### src/sevenseg_pkg.sv
// shared constants, struct types and segment table for the serial seven-segment driver

package sevenseg_pkg;

	// ----------------------------------------
	// display geometry
	// ----------------------------------------
	localparam int count_bits = 24;
	localparam int num_digits = 8;
	localparam int word_bits  = 16;

	// controller register addresses, digits live at 1..8
	localparam logic [7:0] reg_noop       = 8'h00;
	localparam logic [7:0] reg_decode     = 8'h09;
	localparam logic [7:0] reg_intensity  = 8'h0a;
	localparam logic [7:0] reg_scan_limit = 8'h0b;
	localparam logic [7:0] reg_shutdown   = 8'h0c;
	localparam logic [7:0] reg_test       = 8'h0f;

	// ----------------------------------------
	// payloads between the blocks
	// ----------------------------------------
	typedef struct packed {
		logic [count_bits-1:0] value;
		logic                  hex_mode;
		logic                  frozen;
	} count_t;

	// digit 0 is the rightmost one
	typedef struct packed {
		logic [num_digits-1:0][3:0] digit;
		logic                       hex_mode;
	} digits_t;

	typedef struct packed {
		logic [7:0] addr;
		logic [7:0] data;
	} word_t;

	typedef struct packed {
		logic busy;
		logic frozen;
		logic hex_mode;
		logic tick;
	} status_t;

	// segments a..g on bits 6..0, decimal point on bit 7 stays dark
	function automatic logic [7:0] seg_pattern(input logic [3:0] nib);
		case (nib)
			4'h0: return 8'h7e;
			4'h1: return 8'h30;
			4'h2: return 8'h6d;
			4'h3: return 8'h79;
			4'h4: return 8'h33;
			4'h5: return 8'h5b;
			4'h6: return 8'h5f;
			4'h7: return 8'h70;
			4'h8: return 8'h7f;
			4'h9: return 8'h7b;
			4'ha: return 8'h77;
			4'hb: return 8'h1f;
			4'hc: return 8'h4e;
			4'hd: return 8'h3d;
			4'he: return 8'h4f;
			default: return 8'h47;
		endcase
	endfunction

endpackage
### src/sevenseg_top.sv
// top level: counter source, bcd conversion, framing and serial output, plus status leds
`timescale 1ns/1ns

module sevenseg_top #(
	parameter int tick_div     = 3000,
	parameter int stable_ticks = 4,
	parameter int serial_div   = 2,
	parameter int intensity    = 5
) (
	input  logic                  slow_clk,
	input  logic                  rst,
	input  logic                  key_freeze,
	input  logic                  key_hex,
	output logic                  seg_dat,
	output logic                  seg_sel,
	output logic                  seg_clk,
	output sevenseg_pkg::status_t led
);

	import sevenseg_pkg::*;

	count_t  sample;
	logic    sample_valid;
	logic    sample_ready;
	digits_t digits;
	logic    digits_valid;
	logic    digits_ready;
	word_t   word;
	logic    word_valid;
	logic    word_ready;
	logic    busy;
	logic    tick;

	// ----------------------------------------
	// input side
	// ----------------------------------------
	count_source #(.tick_div(tick_div), .stable_ticks(stable_ticks)) i_count_source (
		.slow_clk, .rst, .key_freeze, .key_hex,
		.sample, .sample_valid, .sample_ready, .tick
	);

	// ----------------------------------------
	// processing
	// ----------------------------------------
	bcd_convert i_bcd_convert (
		.slow_clk, .rst,
		.sample, .sample_valid, .sample_ready,
		.digits, .digits_valid, .digits_ready
	);

	// ----------------------------------------
	// output side
	// ----------------------------------------
	digit_frame #(.intensity(intensity)) i_digit_frame (
		.slow_clk, .rst,
		.digits, .digits_valid, .digits_ready,
		.word, .word_valid, .word_ready
	);

	serial_shift #(.serial_div(serial_div)) i_serial_shift (
		.slow_clk, .rst,
		.word, .word_valid, .word_ready, .busy,
		.seg_dat, .seg_clk, .seg_sel
	);

	// flags come from the live sample, not from the frame on the bus
	assign led = '{busy: busy, frozen: sample.frozen, hex_mode: sample.hex_mode, tick: tick};

endmodule

### src/serial_shift.sv
// output side: shifts one 16-bit word MSB first on seg_dat / seg_clk, framed by seg_sel
`timescale 1ns/1ns

module serial_shift #(
	parameter int serial_div = 2
) (
	input  logic                slow_clk,
	input  logic                rst,
	input  sevenseg_pkg::word_t word,
	input  logic                word_valid,
	output logic                word_ready,
	output logic                busy,
	output logic                seg_dat,
	output logic                seg_clk,
	output logic                seg_sel
);

	import sevenseg_pkg::*;

	localparam int div_bits = (serial_div > 1) ? $clog2(serial_div) : 1;
	localparam int bit_bits = $clog2(word_bits);

	typedef enum logic [1:0] {
		st_idle,
		st_shift,
		st_tail,
		st_latch
	} state_t;

	state_t state;
	logic [word_bits-1:0] shreg;
	logic [bit_bits-1:0]  bit_cnt;
	logic [div_bits-1:0]  div_cnt;
	// end of a half period
	logic half_done;

	assign word_ready = (state == st_idle);
	assign busy       = !word_ready;
	assign half_done  = (div_cnt == div_bits'(serial_div - 1));

	// ----------------------------------------
	// bus waveform
	// ----------------------------------------
	always_ff @(posedge slow_clk, posedge rst) begin
		if (rst) begin
			state   <= st_idle;
			shreg   <= '0;
			bit_cnt <= '0;
			div_cnt <= '0;
			seg_dat <= 1'b0;
			seg_clk <= 1'b0;
			seg_sel <= 1'b1;
		end else begin
			div_cnt <= half_done ? '0 : div_cnt + 1'b1;
			case (state)
				st_idle: begin
					div_cnt <= '0;
					if (word_valid) begin
						// select low and msb on the line together
						shreg   <= word;
						seg_dat <= word[word_bits-1];
						seg_sel <= 1'b0;
						bit_cnt <= '0;
						state   <= st_shift;
					end
				end
				st_shift: begin
					if (half_done) begin
						seg_clk <= !seg_clk;
						// falling edge, next bit or done
						if (seg_clk) begin
							if (bit_cnt == bit_bits'(word_bits - 1)) begin
								seg_dat <= 1'b0;
								state   <= st_tail;
							end else begin
								bit_cnt <= bit_cnt + 1'b1;
								shreg   <= shreg << 1;
								seg_dat <= shreg[word_bits-2];
							end
						end
					end
				end
				st_tail: begin
					// rising select latches the word
					if (half_done) begin
						seg_sel <= 1'b1;
						state   <= st_latch;
					end
				end
				default: state <= st_idle;
			endcase
		end
	end

endmodule

### src/digit_frame.sv
// output side: frames one digits item as init words (first frame only) and eight digit words
`timescale 1ns/1ns

module digit_frame #(
	parameter int intensity = 5
) (
	input  logic                  slow_clk,
	input  logic                  rst,
	input  sevenseg_pkg::digits_t digits,
	input  logic                  digits_valid,
	output logic                  digits_ready,
	output sevenseg_pkg::word_t   word,
	output logic                  word_valid,
	input  logic                  word_ready
);

	import sevenseg_pkg::*;

	// words 0..4 are init, 5..12 are the digits
	localparam int num_init = 5;
	localparam int last_idx = num_init + num_digits - 1;
	localparam int sel_bits = $clog2(num_digits);

	logic active;
	// init sequence goes out once after reset
	logic init_done;
	logic [3:0] idx;
	logic [sel_bits-1:0] dsel;
	logic [3:0] nib;
	// captured item, payload only
	digits_t held;

	assign digits_ready = !active;
	assign word_valid   = active;

	// ----------------------------------------
	// word selection
	// ----------------------------------------
	always_comb begin
		dsel = sel_bits'(idx - 4'(num_init));
		nib  = held.digit[dsel];
		case (idx)
			4'd0: word = '{addr: reg_decode, data: 8'h00};
			4'd1: word = '{addr: reg_intensity, data: 8'(intensity)};
			// scan all eight digits
			4'd2: word = '{addr: reg_scan_limit, data: 8'h07};
			// leave shutdown
			4'd3: word = '{addr: reg_shutdown, data: 8'h01};
			4'd4: word = '{addr: reg_test, data: 8'h00};
			// digit k at address k
			default: word = '{addr: 8'(idx - 4'(num_init - 1)), data: seg_pattern(nib)};
		endcase
	end

	// ----------------------------------------
	// sequencer
	// ----------------------------------------
	always_ff @(posedge slow_clk, posedge rst) begin
		if (rst) begin
			active    <= 1'b0;
			init_done <= 1'b0;
			idx       <= '0;
		end else if (!active) begin
			if (digits_valid) begin
				active <= 1'b1;
				// skip the init words once they have gone out
				idx    <= init_done ? 4'(num_init) : 4'd0;
			end
		end else if (word_ready) begin
			if (idx == 4'(num_init - 1))
				init_done <= 1'b1;
			if (idx == 4'(last_idx))
				active <= 1'b0;
			else
				idx <= idx + 1'b1;
		end
	end

	always_ff @(posedge slow_clk) begin
		if (digits_valid && digits_ready)
			held <= digits;
	end

	// words wait here while the shifter is busy
	// reg_noop is not sent, the display needs no padding
	// frame length is num_init + num_digits on the first pass

endmodule

### src/bcd_convert.sv
// processing part: sequential double-dabble for decimal samples, nibble pass-through for hex
`timescale 1ns/1ns

module bcd_convert (
	input  logic                  slow_clk,
	input  logic                  rst,
	input  sevenseg_pkg::count_t  sample,
	input  logic                  sample_valid,
	output logic                  sample_ready,
	output sevenseg_pkg::digits_t digits,
	output logic                  digits_valid,
	input  logic                  digits_ready
);

	import sevenseg_pkg::*;

	localparam int step_bits = $clog2(count_bits);
	localparam int bcd_bits  = 4 * num_digits;

	logic converting;
	logic accept;
	logic last_step;
	logic [step_bits-1:0]  step;
	logic [count_bits-1:0] bin_q;
	logic [bcd_bits-1:0]   bcd_q;
	// bcd after the add-3 correction
	logic [bcd_bits-1:0]   bcd_adj;

	// one item in flight
	assign sample_ready = !converting && !digits_valid;
	assign accept       = sample_valid && sample_ready;
	assign last_step    = converting && (step == step_bits'(count_bits - 1));

	// add 3 to every digit of 5 or more before the shift
	always_comb begin
		bcd_adj = bcd_q;
		for (int i = 0; i < num_digits; i++) begin
			if (bcd_q[4*i +: 4] >= 4'd5)
				bcd_adj[4*i +: 4] = bcd_q[4*i +: 4] + 4'd3;
		end
	end

	// ----------------------------------------
	// control
	// ----------------------------------------
	always_ff @(posedge slow_clk, posedge rst) begin
		if (rst) begin
			converting   <= 1'b0;
			digits_valid <= 1'b0;
			step         <= '0;
		end else if (accept) begin
			// hex goes straight out, decimal takes count_bits steps
			converting   <= !sample.hex_mode;
			digits_valid <= sample.hex_mode;
			step         <= '0;
		end else if (converting) begin
			step <= step + 1'b1;
			if (last_step) begin
				converting   <= 1'b0;
				digits_valid <= 1'b1;
			end
		end else if (digits_valid && digits_ready) begin
			digits_valid <= 1'b0;
		end
	end

	// ----------------------------------------
	// datapath
	// ----------------------------------------
	always_ff @(posedge slow_clk) begin
		if (accept) begin
			bin_q           <= sample.value;
			bcd_q           <= '0;
			digits.hex_mode <= sample.hex_mode;
			// top two digits blank in hex
			if (sample.hex_mode)
				digits.digit <= {{(bcd_bits - count_bits){1'b0}}, sample.value};
		end else if (converting) begin
			bin_q <= bin_q << 1;
			bcd_q <= {bcd_adj[bcd_bits-2:0], bin_q[count_bits-1]};
			if (last_step)
				digits.digit <= {bcd_adj[bcd_bits-2:0], bin_q[count_bits-1]};
		end
	end

endmodule

### src/count_source.sv
// input side: tick divider, freezable 24-bit counter and the freeze / hex mode keys
`timescale 1ns/1ns

module count_source #(
	parameter int tick_div     = 3000,
	parameter int stable_ticks = 4
) (
	input  logic                 slow_clk,
	input  logic                 rst,
	input  logic                 key_freeze,
	input  logic                 key_hex,
	output sevenseg_pkg::count_t sample,
	output logic                 sample_valid,
	input  logic                 sample_ready,
	output logic                 tick
);

	import sevenseg_pkg::*;

	localparam int div_bits = (tick_div > 1) ? $clog2(tick_div) : 1;

	logic frozen;
	logic hex_mode;
	logic [div_bits-1:0]   div_cnt;
	logic [count_bits-1:0] value;

	// ----------------------------------------
	// mode keys
	// ----------------------------------------
	key_debounce #(.stable_ticks(stable_ticks)) i_freeze_key (
		.slow_clk (slow_clk),
		.rst      (rst),
		.key      (key_freeze),
		.toggled  (frozen)
	);

	key_debounce #(.stable_ticks(stable_ticks)) i_hex_key (
		.slow_clk (slow_clk),
		.rst      (rst),
		.key      (key_hex),
		.toggled  (hex_mode)
	);

	// ----------------------------------------
	// tick divider and counter
	// ----------------------------------------
	assign tick = (div_cnt == div_bits'(tick_div - 1));

	always_ff @(posedge slow_clk, posedge rst) begin
		if (rst) begin
			div_cnt      <= '0;
			value        <= '0;
			sample_valid <= 1'b0;
		end else begin
			div_cnt      <= tick ? '0 : div_cnt + 1'b1;
			sample_valid <= 1'b1;
			// counting goes on whether or not the consumer is ready
			if (tick && !frozen)
				value <= value + 1'b1;
		end
	end

	// live offer, a stalled consumer picks up the newest value when it accepts
	always_comb begin
		sample.value    = value;
		sample.hex_mode = hex_mode;
		sample.frozen   = frozen;
	end

endmodule

### src/key_debounce.sv
// debounces one active-high key and toggles an output level on every stable press
`timescale 1ns/1ns

module key_debounce #(
	parameter int stable_ticks = 4
) (
	input  logic slow_clk,
	input  logic rst,
	input  logic key,
	output logic toggled
);

	localparam int cnt_bits = $clog2(stable_ticks + 1);

	// two-flop synchroniser
	logic key_meta;
	logic key_sync;
	// last synchronised sample, for change detection
	logic key_prev;
	logic [cnt_bits-1:0] cnt;
	// debounced level
	logic level;

	always_ff @(posedge slow_clk, posedge rst) begin
		if (rst) begin
			key_meta <= 1'b0;
			key_sync <= 1'b0;
			key_prev <= 1'b0;
			cnt      <= '0;
			level    <= 1'b0;
			toggled  <= 1'b0;
		end else begin
			key_meta <= key;
			key_sync <= key_meta;
			key_prev <= key_sync;
			// restart on any change, saturate once stable
			if (key_sync != key_prev)
				cnt <= '0;
			else if (cnt != cnt_bits'(stable_ticks))
				cnt <= cnt + 1'b1;
			// stable long enough, take the new level
			if (cnt == cnt_bits'(stable_ticks) && key_prev != level) begin
				level <= key_prev;
				// only the press flips, the release does not
				if (key_prev)
					toggled <= !toggled;
			end
		end
	end

endmodule

### config.mk
export PLATFORM = sky130hd
export DESIGN_NAME = sevenseg_top
export DESIGN_NICKNAME = d
export VERILOG_FILES = /design/src/sevenseg_pkg.sv /design/src/sevenseg_top.sv /design/src/serial_shift.sv /design/src/digit_frame.sv /design/src/bcd_convert.sv /design/src/count_source.sv /design/src/key_debounce.sv
export SDC_FILE = /design/constraint.sdc
export NUM_CORES = 1
export LEC_CHECK = 0
export BUFFER_PORTS_ARGS = -buffer_cell sky130_fd_sc_hd__buf_2
export CORE_MARGIN = 2
export CORE_UTILIZATION = 40
export CTS_BUF_LIST = sky130_fd_sc_hd__clkbuf_16
export CTS_CLUSTER_SIZE = 25
export DETAILED_ROUTE_END_ITERATION = 10
export SYNTH_ARGS = -nofsm -noshare
export SYNTH_HDL_FRONTEND = slang
export SYNTH_SLANG_ARGS = --single-unit
### constraint.sdc
create_clock -name slow_clk -period 3.9 [get_ports slow_clk]
set_input_delay 0.585 -clock slow_clk [delete_from_list [all_inputs] [get_ports slow_clk]]
set_output_delay 0.585 -clock slow_clk [all_outputs]
set_load 0.01 [all_outputs]
==> metrics.txt, run 1 <==
status finished clean; I/O Pins 11; Nets between 900 and 1000; CP Launch Type register; Syn Nets approximately 940; IR drop worst, VDD between 0.3 and 0.4 mV; Tot Pwr 9.78 mW; cts bufs inserted 22; min cycle time layout about 3.2 ns; Yosys cell types roughly 60; Pwr per Cell Area between 800 and 900 nW/um^2; Die Wd between 150 and 200 um; post-synthesis instance area about 9900 um^2; MaxCap Viol Count 0; Filler Cell Count 2305; Post-Syn Area per Cell roughly 11 um^2; routed len/inst 15.0 um; r2r setup slk around 0.69 ns; dominant cells by area after synthesis edfxtp_1 27%, dfrtp_1 23%, dfxtp_1 6.4%; DP Cell Count around 1200; most frequent cells in the layout 124 x nand2_1, 89 x dfrtp_1, 88 x edfxtp_1; fin cells around 1200; CP required between 4 and 5 ns; Worst R2R Path Depth 8; Sink Count between 200 and 250; Comb power frac around 39%; Tightest Pin Transition 1.02 ns; hold_buf cts 0; proportion of total power due to net switching between 30% and 40%; post-CTS setup repair buffer count 0; Hold Fails Final Rpt 0; worst min-delay path class in -> async; first-pass GRT wire length roughly 32 mm; clk slew on worst S/H paths ~0.060 ns; Resized Gates After CTS 0; Final Cycle Share between 80 and 90%; Detailed Route Iter0 Violations 430; CTS tree yes; Overall Global Routing Usage 14.7%; area delta synth->final 11.6%; vias in the first global route between 6000 and 7000; vias per cell just over 5; LEAKAGE 4.75 nW; Post-Synthesis Cells about 890; fin. max-slew vios 0; commonest non-fill, non-tap cell in the layout nand2_1; register bit total from synthesis roughly 210; DRT Pass-1 Iters 4; worst-case clock buffer depth 3; DRT antenna net count 0; WS Path Type reg -> reg; area of the multi-input gates just over 4000 um^2; Port Buffers 10; sequential-to-total area share from yosys stat 55.9%; Residual DRC 0; asr flop ratio synth a little over two fifths; post-DP HPWL between 10 and 15 mm; P_int about 6.3 mW; Worst Setup EP i_serial_shift.shreg[4]; layout cells sized above 1 under 10%; largest net degree at the start of global routing 60; RSZ-0062 raised after global routing no; final setup TNS 0 ns; CORE AREA ~24000 um^2; via count roughly 6300; number of flops mapped to enable cells by yosys a little under 90; part of the power in registers around 38%; FF-to-FF Start i_digit_frame.idx[0]; CP Launch Point i_digit_frame.idx[0]; FF/Latch Area roughly 5600 um^2; Ys Warns 0; gpl congestion between 0.7 and 0.8; Final setup violation count 0; Worst Path Arrival 3.58 ns; gr ovfl total 0; antenna fix cells 0; H-tree depth 1; worst rel slew slack 31.8%; CP Capture Type register; switching power between 3 and 4 mW; power share of the clock group approximately 23%; worst r2r dst i_serial_shift.shreg[4]; Root Buffer clkbuf_16; fmax 311 MHz; skew final between 0.01 and 0.015 ns; initial cell density of the core between 40% and 50%; row count 57; area leader, netlist edfxtp_1; Post-Route WL 18.6 mm; Clock Latency Late Sink roughly 0.5 ns; DIE AREA around 26000 um^2; post-synth top area share 26.6%; worst-path fanout max 19; initial antenna violation count 0; Die Y 162 um; most used flip-flop cell after synthesis dfrtp_1; Final Hold Slack ~0.18 ns
area by class of cell:
| class | instances | share of cell area (%) |
|---|---|---|
| clock buffer | 22 | 4.96 |
| clock inverter | 18 | 2.05 |
| inverter | 42 | 1.44 |
| multi-input combinational | 602 | 36.6 |
| sequential | 211 | 50.1 |
| tap | 324 | 3.65 |
| timing repair buffer | 20 | 1.13 |
sequential cells by signal, summed over array words and instances (netlist names), 4 cells and up:
register                cells
i_bcd_convert.digits       32
i_bcd_convert.bin_q        24
i_count_source.value       24
i_count_source.div_cnt     12
i_digit_frame.idx           4
i_serial_shift.shreg       15
i_digit_frame.held         32
i_serial_shift.bit_cnt      4
i_bcd_convert.step          5
i_bcd_convert.bcd_q        32
logic make-up (layout without fill, tap and decap cells):
logic type	Yosys count	in the layout	synth area share (%)
AO/OA/AOI/OAI	135	135	8.35
XOR/XNOR	65	65	5.80
adder cells (fa/ha/maj)	41	41	5.16
multiplexers	54	54	6.81
flip-flops	211	211	55.9
buffers and inverters	79	102	3.34
AND/OR/NAND/NOR	306	306	14.6
other	1	1	0.0377
cell usage after synthesis (all sizes together), types with 9 or more instances:
cell type	instances
nand2	124
dfrtp	90
edfxtp	88
nor2	57
a21oi	44
o21ai	42
ha	41
inv	41
xnor2	34
dfxtp	32
xor2	31
mux2i	29
nand3	28
clkbuf	24
nor3	21
and2	16
mux2	16
o22a	14
buf	13
and3	12
nand2b	10
nand4	10
mux4	9
nor3b	9
stage by stage:
| step | instance area, um^2 | worst slack (ns) | util (%) |
|---|---|---|---|
| finish | 11100 | 0.687 | 45.5 |
| global route | 11100 | 0.441 | 45.5 |
| CTS | 11100 | 0.662 | 45.5 |
| detailed placement | 10300 | 0.662 | 42.3 |
| global placement | 10300 | 0.788 | 42.3 |
| floorplan | 9940 | 0.509 | - |
how the worst min path moves through the flow:
stage / depth (start not counted) / from / slack [ns] / end
after floorplan: 0 / i_count_source.i_freeze_key.key_meta / 0.33 / i_count_source.i_freeze_key.key_sync
after global placement: 0 / i_count_source.i_freeze_key.key_meta / 0.33 / i_count_source.i_freeze_key.key_sync
after detailed placement: 0 / i_count_source.i_freeze_key.key_meta / 0.34 / i_count_source.i_freeze_key.key_sync
after CTS: 1 / key_freeze / 0.16 / i_count_source.i_freeze_key.key_meta
after global routing: 1 / key_freeze / 0.16 / i_count_source.i_freeze_key.key_meta
final: 2 / rst / 0.18 / i_count_source.div_cnt[0]
routing by layer:
| metal | wire (um) | global-route usage [%] |
|---|---|---|
| met1 | 9020 | 20.5 |
| met2 | 8760 | 24.6 |
| met3 | 513 | 2.16 |
| met4 | 323 | 2.94 |
| met5 | 0 | 0 |
power groups by stage:
stage / clock network [mW] / registers (mW) / logic [mW]
after floorplan: 0 / 3.64 / 3.14
after global placement: 0 / 3.74 / 3.74
after detailed placement: 0 / 3.76 / 3.85
after CTS: 2.29 / 3.72 / 3.87
after global routing: 2.38 / 3.81 / 4.34
final: 2.23 / 3.72 / 3.84
worst max-delay path, cell delays in order, from the launching register on:
cell and delay [ns]:
dfrtp_1 0.34, clkinv_1 0.20, ha_1 0.90, mux4_2 0.40
mux2i_1 0.36, inv_1 0.17, ha_1 0.28, o311ai_1 0.31
nand3_1 0.10
Power figures use the tool's default switching activity.
==> inputs of run 2 (changes only) <==
==> constraint.sdc (replaced) <==
create_clock -name slow_clk -period 3.2 [get_ports slow_clk]
set_input_delay 0.48 -clock slow_clk [delete_from_list [all_inputs] [get_ports slow_clk]]
set_output_delay 0.48 -clock slow_clk [all_outputs]
set_load 0.01 [all_outputs]
==> metrics.txt, run 2 (synthesis results as in run 1) <==
fin. max-slew vios 0 (unchanged); status finished clean; H-tree depth 1 (unchanged); clk slew on worst S/H paths 0.06 ns (about the same); Slowest cell on crit path mux4_2; Detailed Route Iter0 Violations 351 (-18%); Die Wd 162 um (unchanged); DRT antenna net count 0 (unchanged); worst min-delay path class in -> async; worst path bufs/invs 2 (unchanged); skew final 0.00669 ns (-0.00494 ns); Hold Fails Final Rpt 0 (unchanged); commonest non-fill, non-tap cell in the layout nand2_1; post-CTS setup repair buffer count 0 (unchanged); Tightest Pin Transition 0.657 ns (-0.363 ns); gpl congestion 0.764 (-1.2%); antenna fix cells 0 (unchanged); most frequent cells in the layout 124 x nand2_1, 89 x dfrtp_1, 88 x edfxtp_1; MaxCap Viol Count 0 (unchanged); CORE AREA 24400 um^2 (unchanged); cts bufs inserted 23 (+4.5%); FF-to-FF Start i_digit_frame.idx[1]; worst r2r dst i_serial_shift.shreg[2]; routed len/inst 14.9 um (-0.75%); Resized Gates After CTS 0 (unchanged); DRT Pass-1 Iters 4 (unchanged); Pwr per Cell Area 1070 nW/um^2 (+22%); Port Buffers 10 (unchanged); Sink Count 211 (unchanged); area of the multi-input gates 4060 um^2 (unchanged); largest registers i_bcd_convert.bcd_q: 32 flops, i_bcd_convert.digits: 32 flops, i_digit_frame.held: 32 flops; Overall Global Routing Usage 14.8% (+0.093 points); first-pass GRT wire length 32.0 mm (+0.92%); worst rel slew slack 56.2% (+24 points); FF/Latch Area 5560 um^2 (unchanged); r2r setup slk 0.45 ns (-0.24 ns); CTS tree yes; Root Buffer clkbuf_16; Filler Cell Count 2270 (-1.5%); Residual DRC 0 (unchanged); DIE AREA 26100 um^2 (unchanged); Final setup violation count 0 (unchanged); crit path cell chain inv_1, ha_1, buf_4, mux2_1, mux4_2, a211oi_2, a31oi_1, a221o_1; worst stage delay on the critical path 0.59 ns (-0.31 ns); Worst R2R Path Depth 8 (unchanged); final setup TNS 0 ns (unchanged); Die Y 162 um (unchanged); fmax 363 MHz (+17%); vias per cell 5.07 (+0.36%); hold_buf cts 0 (unchanged); gr ovfl total 0 (unchanged); min cycle time layout 2.75 ns (-0.461 ns); layout cells sized above 1 9.86% (+0.57 points); Post-Route WL 18.6 mm (-0.11%); area delta synth->final 12.7%; Final Cycle Share 86.0% (+3.6 points); largest net degree at the start of global routing 68 (+13%); initial antenna violation count 0 (unchanged); I/O Pins 11 (unchanged); worst-case clock buffer depth 3 (unchanged); row count 57 (unchanged); worst-path fanout max 19 (unchanged); Nets 951 (+0.74%); WS Path Type reg -> reg; CP Capture Type register; Worst Path Arrival 3.15 ns (-0.43 ns); CP Launch Type register; Crit path max-delay family multiplexers; Clock Latency Late Sink 0.52 ns (about the same); initial cell density of the core 40.8% (unchanged); IR drop worst, VDD 0.390 mV (+15%); via count 6318 (+1.0%); CP required 3.60 ns (-0.67 ns); LEAKAGE 4.82 nW (+1.4%); vias in the first global route 6252 (+0.77%); utilization after layout 45.9% (+0.44 points); RSZ-0062 raised after global routing no; post-DP HPWL 12.7 mm (-0.59%)
## run 2: layout make-up
class	instances	area share [%]
Inverter	42	1.43
Multi-Input combinational cell	602	36.3
Clock inverter	19	2.03
Sequential cell	211	49.7
Timing Repair Buffer	26	1.85
Clock buffer	23	5.14
Tap cell	324	3.62
## run 2: worst max-delay path by stage
stage | from | to | depth (start not counted)
CTS | i_digit_frame.idx[1] | i_serial_shift.shreg[2] | 8
detailed placement | i_digit_frame.idx[1] | i_serial_shift.shreg[2] | 8
global route | i_digit_frame.idx[1] | i_serial_shift.shreg[6] | 10
finish | i_digit_frame.idx[1] | i_serial_shift.shreg[2] | 8
floorplan | rst | i_bcd_convert.converting | 1
global placement | i_digit_frame.idx[1] | i_serial_shift.shreg[2] | 8
## run 2: per-stage QoR
step	setup WS (ns)	power, mW	area, um^2	instances	hold slack [ns]
3_3_place_gp	0.533	9.19	10400	1205	0.334
5_1_grt	0.285	13.0	11200	1247	0.0449
6_report	0.448	12.0	11200	1247	0.0103
3_5_place_dp	0.450	9.32	10400	1205	0.336
4_1_cts	0.446	12.2	11200	1247	0.0303
2_1_floorplan	0.358	8.26	9940	892	0.331
## run 2: worst register-to-register path, cell delays in order (launching register included)
cell and delay, ns:
dfrtp_1 0.40, inv_1 0.11, ha_1 0.29, buf_4 0.27
mux2_1 0.36, mux4_2 0.59, a211oi_2 0.23, a31oi_1 0.06
a221o_1 0.33
## run 2: report_power, final
group | switching (mW) | total (mW) | internal (mW)
registers | 0.519 | 4.52 | 4.00
clock network | 1.08 | 2.80 | 1.72
logic | 2.64 | 4.72 | 2.07
total | 4.24 | 12.0 | 7.80
## run 2: per-layer routing
layer	vias up	routed length [um]	GRT usage, %
met1	3076	9160	21.4
li1	3151	-	-
met3	26	604	2.59
met4	0	334	2.94
met5	-	0	0
met2	65	8500	23.6
